## config.mk

```make
export PLATFORM = sky130hd
export DESIGN_NAME = ttt_ai
export DESIGN_NICKNAME = d
export VERILOG_FILES = /design/src/ttt_pkg.sv /design/src/line_threat_finder.sv /design/src/move_selector.sv /design/src/open_cell_picker.sv /design/src/ttt_ai.sv
export SDC_FILE = /design/constraint.sdc
export NUM_CORES = 1
export LEC_CHECK = 0
export BUFFER_PORTS_ARGS = -buffer_cell sky130_fd_sc_hd__buf_2
export CORE_ASPECT_RATIO = 0.75
export CORE_MARGIN = 3
export CORE_UTILIZATION = 35
export CTS_CLUSTER_SIZE = 25
export DETAILED_ROUTE_END_ITERATION = 8
export GPL_TIMING_DRIVEN = 0
export MAX_ROUTING_LAYER = met4
export RECOVER_POWER = 100
export REMOVE_ABC_BUFFERS = 1
export SLEW_MARGIN = 20
export SYNTH_ARGS = -nofsm -noshare
export SYNTH_HDL_FRONTEND = slang
export SYNTH_SLANG_ARGS = --single-unit
export TNS_END_PERCENT = 1
```

## constraint.sdc

```tcl
create_clock -name clk -period 3 [get_ports clk]
set_input_delay 0.3 -clock clk [delete_from_list [all_inputs] [get_ports clk]]
set_output_delay 0.3 -clock clk [all_outputs]
set_load 0.005 [all_outputs]
```

## src/ttt_pkg.sv

```systemverilog
package ttt_pkg;

	// board geometry
	localparam int CELL_COUNT = 9;
	localparam int LINE_COUNT = 8;

	// cells numbered row by row
	// A1=0 A2=1 A3=2 / B1=3 B2=4 B3=5 / C1=6 C2=7 C3=8
	typedef logic [3:0] cell_idx_t;

	// per-cell flags, both clear means empty
	// own sits in bit 1, opp in bit 0
	typedef struct packed {
		logic own;
		logic opp;
	} cell_t;

	// index 0 is A1
	typedef cell_t [CELL_COUNT-1:0] board_t;

	// one flag per cell, marks or occupancy
	typedef logic [CELL_COUNT-1:0] cell_map_t;

	// one-hot move, all zero for no move
	typedef logic [CELL_COUNT-1:0] move_t;

	// candidate move with a valid flag
	typedef struct packed {
		logic  found;
		move_t move;
	} pick_t;

	// opening reply cells
	localparam cell_idx_t  CENTER_CELL       = 4'd4;
	localparam cell_idx_t  CORNER_REPLY_CELL = 4'd8;
	localparam logic [3:0] OPENING_COUNT     = 4'd1;

	// all eight winning lines
	localparam cell_idx_t LINE_TABLE [LINE_COUNT][3] = '{
		// rows
		'{0, 1, 2},
		'{3, 4, 5},
		'{6, 7, 8},
		// columns
		'{0, 3, 6},
		'{1, 4, 7},
		'{2, 5, 8},
		// diagonals
		'{0, 4, 8},
		'{2, 4, 6}
	};

	// fallback orders, center then corners then edges
	// row picked by the rotation counter
	localparam cell_idx_t PREF_ORDERS [4][CELL_COUNT] = '{
		'{4, 0, 2, 8, 6, 3, 5, 1, 7},
		'{4, 2, 6, 0, 8, 3, 5, 1, 7},
		'{4, 6, 0, 8, 2, 1, 7, 3, 5},
		'{4, 8, 2, 6, 0, 1, 3, 5, 7}
	};

endpackage
```

## src/line_threat_finder.sv

```systemverilog
module line_threat_finder (
	// cells holding the side of interest
	input  ttt_pkg::cell_map_t marks,
	// cells holding either side
	input  ttt_pkg::cell_map_t occupied,
	// lowest completing cell, if any
	output ttt_pkg::pick_t     threat
);

	import ttt_pkg::*;

	// every empty cell that would complete some line
	cell_map_t gap_map;

	// walk all lines, try each position as the gap
	always_comb
	begin
		cell_idx_t gap;
		cell_idx_t side_a;
		cell_idx_t side_b;

		gap_map = '0;
		for (int l = 0; l < LINE_COUNT; l++)
		begin
			for (int k = 0; k < 3; k++)
			begin
				// gap plus the two other cells of the line
				gap    = LINE_TABLE[l][k];
				side_a = LINE_TABLE[l][(k + 1) % 3];
				side_b = LINE_TABLE[l][(k + 2) % 3];

				// two marked, third still free
				if (marks[side_a] && marks[side_b] && !occupied[gap])
				begin
					gap_map[gap] = 1'b1;
				end
			end
		end
	end

	// a cell may close more than one line
	// so gap_map can carry several bits

	// isolate lowest set bit, x & -x
	// gives lowest cell index first
	assign threat.move  = gap_map & (~gap_map + cell_map_t'(1));

	// any candidate at all
	assign threat.found = |gap_map;

endmodule

```

## src/move_selector.sv

```systemverilog
module move_selector (
	input  logic               clk,
	input  logic               rst_n,
	// candidates from the finders and the picker
	input  ttt_pkg::pick_t     win,
	input  ttt_pkg::pick_t     block,
	input  ttt_pkg::pick_t     open,
	// opponent marks, for the opening reply
	input  ttt_pkg::cell_map_t opp_marks,
	// 1 = hard, 0 = easy
	input  logic               mode,
	input  logic               ai_en,
	input  logic [3:0]         move_count,
	output ttt_pkg::move_t     ai_move
);

	import ttt_pkg::*;

	// combinational choice from this cycle's inputs
	move_t choice;
	// registered move
	move_t move_q;

	always_comb
	begin
		if (move_count == OPENING_COUNT)
		begin
			// corner if the opponent took the center
			if (opp_marks[CENTER_CELL])
			begin
				choice = move_t'(1) << CORNER_REPLY_CELL;
			end
			else
			begin
				choice = move_t'(1) << CENTER_CELL;
			end
		end
		else if (mode)
		begin
			// win first, then block, then fallback scan
			if (win.found)
			begin
				choice = win.move;
			end
			else if (block.found)
			begin
				choice = block.move;
			end
			else if (open.found)
			begin
				choice = open.move;
			end
			else
			begin
				choice = '0;
			end
		end
		else
		begin
			// easy mode ignores threats
			choice = open.found ? open.move : '0;
		end
	end

	// load while enabled, clear while not
	always_ff @(posedge clk or negedge rst_n)
	begin
		if (!rst_n)
		begin
			move_q <= '0;
		end
		else if (ai_en)
		begin
			move_q <= choice;
		end
		else
		begin
			move_q <= '0;
		end
	end

	// drop the move as soon as ai_en falls
	assign ai_move = ai_en ? move_q : '0;

	// never more than one cell at a time
	a_move_onehot0 : assert property (
		@(posedge clk) disable iff (!rst_n)
		$onehot0(ai_move)
	)
	else
	begin
		$error("move_selector: ai_move %b not one-hot", ai_move);
	end

	// no move shown while disabled
	a_move_gated : assert property (
		@(posedge clk) disable iff (!rst_n)
		!ai_en |-> (ai_move == '0)
	)
	else
	begin
		$error("move_selector: ai_move %b with ai_en low", ai_move);
	end

endmodule

```

## src/open_cell_picker.sv

```systemverilog
module open_cell_picker (
	input  logic               clk,
	input  logic               rst_n,
	// cells holding either side
	input  ttt_pkg::cell_map_t occupied,
	// 1 = hard, 0 = easy
	input  logic               mode,
	// first free cell in the active order
	output ttt_pkg::pick_t     pick
);

	import ttt_pkg::*;

	// free-running rotation, selects the hard-mode order
	logic [1:0] rot_cnt;

	// scan order for this cycle
	cell_idx_t order [CELL_COUNT];

	// counts every edge, ai_en plays no part
	always_ff @(posedge clk or negedge rst_n)
	begin
		if (!rst_n)
		begin
			rot_cnt <= 2'd0;
		end
		else
		begin
			rot_cnt <= rot_cnt + 2'd1;
		end
	end

	// hard mode uses a preference row
	// easy mode is plain index order
	always_comb
	begin
		for (int i = 0; i < CELL_COUNT; i++)
		begin
			if (mode)
			begin
				order[i] = PREF_ORDERS[rot_cnt][i];
			end
			else
			begin
				order[i] = cell_idx_t'(i);
			end
		end
	end

	// scan back to front so the earliest free entry wins
	always_comb
	begin
		pick = '0;
		for (int i = CELL_COUNT - 1; i >= 0; i--)
		begin
			if (!occupied[order[i]])
			begin
				pick.found = 1'b1;
				pick.move  = move_t'(1) << order[i];
			end
		end
	end

	// full board leaves found clear and move zero

	// a found pick names exactly one free cell
	a_pick_free_onehot : assert property (
		@(posedge clk) disable iff (!rst_n)
		pick.found |-> ($onehot(pick.move) && ((pick.move & occupied) == '0))
	)
	else
	begin
		$error("open_cell_picker: bad pick %b for occupancy %b", pick.move, occupied);
	end

endmodule

```

## src/ttt_ai.sv

```systemverilog
module ttt_ai (
	input  logic            clk,
	input  logic            rst_n,
	input  ttt_pkg::board_t board,
	input  logic            ai_en,
	// 1 = hard, 0 = easy
	input  logic            mode,
	input  logic [3:0]      move_count,
	output ttt_pkg::move_t  ai_move
);

	import ttt_pkg::*;

	// per-side and combined cell maps
	cell_map_t own_map;
	cell_map_t opp_map;
	cell_map_t occ_map;

	// candidate picks
	pick_t win_pick;
	pick_t block_pick;
	pick_t open_pick;

	// split the board into flat maps
	for (genvar k = 0; k < CELL_COUNT; k++)
	begin : g_split
		assign own_map[k] = board[k].own;
		assign opp_map[k] = board[k].opp;
	end

	assign occ_map = own_map | opp_map;

	// our own two-in-a-row
	line_threat_finder win_finder (
		.marks    (own_map),
		.occupied (occ_map),
		.threat   (win_pick)
	);

	// opponent two-in-a-row
	line_threat_finder block_finder (
		.marks    (opp_map),
		.occupied (occ_map),
		.threat   (block_pick)
	);

	open_cell_picker open_cell_picker_i (
		.clk      (clk),
		.rst_n    (rst_n),
		.occupied (occ_map),
		.mode     (mode),
		.pick     (open_pick)
	);

	move_selector move_selector_i (
		.clk        (clk),
		.rst_n      (rst_n),
		.win        (win_pick),
		.block      (block_pick),
		.open       (open_pick),
		.opp_marks  (opp_map),
		.mode       (mode),
		.ai_en      (ai_en),
		.move_count (move_count),
		.ai_move    (ai_move)
	);

endmodule

```

==> metrics.md <==
| Metric | Value |
|---|---|
| Placed insts | ~380 |
| Clock latency on the worst-skew pair | 230 ps |
| Dominant synthesized flop cell | dfrtp_1 |
| Fin. max-slew vios | 0 |
| Final #Nets | between 300 and 400 |
| Worst-Margin Slew | 699 ps |
| Initial DRC count | 436 |
| Post-layout instance area | 0.00228 mm² |
| Mean area per synthesized cell | 6.85 µm² |
| Hold Path Class | in -> reg |
| Clock Pin Slew Worst Setup and Hold Paths | around 50 ps |
| Netlist cell types | between 60 and 70 |
| Met1 Use GR | 32.6% |
| GRT met2 Usage | 30.7% |
| Slowest library cell on the worst path | dfrtp_2 |
| DIE AREA | 0.00680 mm² |
| Worst path cell trace | inv_1 > ha_1 > nand2b_1 > o22ai_1 > o221ai_1 > o211ai_1 > clkbuf_4 > a311oi_1 > a31oi_1 > o21ai_1 |
| Initial antenna violation count | 0 |
| Peak supply drop | 0.000117 V |
| Die Width | roughly 94 µm |
| Pin count of the biggest net entering global routing | 43 |
| Starting density of the core | 37.2% |
| End-of-flow core utilization | about two fifths |
| Global-route usage over all layers | 22.2% |
| Clock buffer depth | 2 |
| Core Area | 0.00550 mm² |
| Period utilization | between 90 and 100% |
| Setup WS pre-CTS | -352 ps |
| Root buffer selected by CTS | clkbuf_8 |
| Final setup fails | 0 |
| CP required | 3160 ps |
| Placement Cell Area | 0.00217 mm² |
| Layout Skew | about 8.0 ps |
| Cell type group with the largest total delay on the critical path | compound AO/OA/AOI/OAI gates |
| Grt ovf | 0 |
| First-pass GRT wire length | 11,700 µm |
| Routed Antenna Nets | 0 |
| #FFs+latches synth | 11 |
| Number of fill cells in the layout | 600 |
| Rows | 23 |
| Synth area leaders | dfrtp_1, nor2_1, nand2_1 |
| Number of synthesized flops with an enable pin | 0 |
| Slew HR | between 50 and 60% |
| H-tree depth | 1 |
| Io pins | 35 |
| Pleak | 0.880 nW |
| Routed via count | 2,569 |
| Fmax | 349 MHz |
| Worst EP arrival | 3020 ps |
| Met3 Use GR | 6.22% |
| CTS tree | built |
| Most frequent cells in the layout | nor2_1, buf_2, nand2_1, nor3_1, a21oi_1 |
| Gpl congestion | roughly 0.99 |
| Worst-path maximum fanout | 11 |
| Diode count | 0 |
| Max_cap viols | 0 |
| GR peak layer | met1 |
| CP bufs+invs | 2 |
| Sink Count | 11 |
| Syn. warnings | 0 |
| Area growth syn-to-layout | 11.7% |
| Synth Cell Area | about 0.0020 mm² |
| Register area share after synthesis | between 10 and 15% |
| CTS Buf Count | 3 |
| DP HPWL | 5520 µm |
| Vias in the first global route | 2,218 |
| Post-synth top area cell | dfrtp_1 |
| Count of non-filler cells in the finished layout | 389 |
| Async SR Flop Fraction | 100% |
| Final Critical Period | 2870 ps |
| Final worst slack | ~130 ps |
| Die Ht | 72.2 µm |
| Detailed Route WL | between 7000 and 8000 µm |
| DR pass1 iterations | 8 |
| Share of layout cells above drive strength 1 | 19.4% |
| Total Power | 0.588 mW |
| Avg Vias per Cell | 6.60 |
| Routed wire length per instance | 19.1 µm |
| Most common cell after layout, fill and taps aside | nor2_1 |
| Critical Path Source Type | flip-flop |
| Critical path class | reg -> reg |
| Status | completed |
| Hold Vio Cnt, Final | 0 |
| Synth top area share | 13.5% |
| Crit path largest cell delay | 500 ps |
| Worst Setup End Kind | flip-flop |
| Drc violations | 0 |
| Post-Synthesis Cells | 298 |
| P per Cell Area | 258 mW/mm² |
| I/O Buffers | 34 |
[registers in the layout, summed over array words and instances (netlist names)]
| register | cells |
|---|---|
| move_selector_i.move_q | 9 |
| open_cell_picker_i.rot_cnt | 2 |
[synth_stat cells, types with 3 or more instances]
library cell,instances
a31oi_1,6
a22oi_1,11
nor4b_1,3
a211o_1,5
nor2_1,37
or2_2,5
o22ai_1,4
and2_1,10
nand2b_1,7
a221oi_1,3
clkbuf_1,7
o21ai_1,3
dfrtp_1,11
ha_1,5
and4_1,3
buf_2,18
nor3_1,20
nand3_1,7
o21ai_0,15
nor4_1,4
a222oi_1,8
o2111ai_1,3
a21oi_1,16
nand2_1,27
a211oi_1,3
o221ai_1,3
a311oi_1,3
inv_1,6
[area by class of cell]
class / count / area [µm²] / share of cell area (%)
Inverter: 7 / 27.5 / 1.21
Clock buffer: 4 / 45.0 / 1.97
Tap cell: 75 / 93.8 / 4.11
Sequential cell: 11 / 278 / 12.2
Timing Repair Buffer: 40 / 218 / 9.54
Multi-Input combinational cell: 252 / 1620 / 71.0
[stage by stage]
| stage | hold slack (ps) | setup TNS (ps) |
|---|---|---|
| 2_1_floorplan | 4.41 | 0 |
| 3_3_place_gp | 183 | -1890 |
| 3_5_place_dp | 185 | -1760 |
| 6_report | 434 | 0 |
| 5_1_grt | 472 | -1.88 |
| 4_1_cts | 432 | 0 |
[repair_timing]
| item | CTS | global route |
|---|---|---|
| hold buffers | 1 | 0 |
| pin swaps | 0 | 2 |
| hold endpoints to repair | 11 | 0 |
| buffers inserted | 0 | 5 |
| resized for setup | 2 | 5 |
| setup endpoints to repair | 3 | 7 |
[routing by layer]
layer | part of all wire, % | vias up
li1 | - | 1177
met1 | 44 | 1200
met2 | 42 | 182
met3 | 13 | 10
met4 | 1.2 | 0
met5 | 0 | -
[logic make-up (layout without fill, tap and decap cells)]
logic type      count (synthesis)  in the layout  synth area share, %
compound gates                106            106                 38.2
mux                             2              2                 1.59
simple gates                  139            139                 35.8
flops                          11             11                 13.5
buf+inv                        35             51                 7.90
fa+ha+maj                       5              5                 3.06
[worst reg2reg max path, delay by kind of cell (launching register included)]
kind                     cells  cell delay, ps
adder cells (fa/ha/maj)      1             440
AND/OR/NAND/NOR              1             140
flip-flops                   1             500
AO/OA/AOI/OAI                6            1340
buffers and inverters        2             380
[where the power goes]
group          total [mW]  leakage (nW)  internal, mW  switching (mW)
clock               0.144        0.0228        0.0929          0.0514
combinational       0.287         0.714         0.103           0.184
sequential          0.157         0.144         0.156         0.00111
[final timing paths]
path | startpoint | to | slack (ps) | cells past startpoint
worst min-delay path | ai_en | move_selector_i.move_q[4]$_DFF_PN0_ | 430 | 2
worst min register to register | open_cell_picker_i.rot_cnt[0]$_DFF_PN0_ | open_cell_picker_i.rot_cnt[0]$_DFF_PN0_ | 530 | 1
worst max register to register | open_cell_picker_i.rot_cnt[1]$_DFF_PN0_ | move_selector_i.move_q[8]$_DFF_PN0_ | 130 | 10
worst max-delay path | open_cell_picker_i.rot_cnt[1]$_DFF_PN0_ | move_selector_i.move_q[8]$_DFF_PN0_ | 130 | 10
min in group asynchronous | rst_n | move_selector_i.move_q[2]$_DFF_PN0_ | 580 | 2
max in group asynchronous | rst_n | open_cell_picker_i.rot_cnt[0]$_DFF_PN0_ | 1990 | 2
No activity file was read; power rests on OpenSTA's default activity.
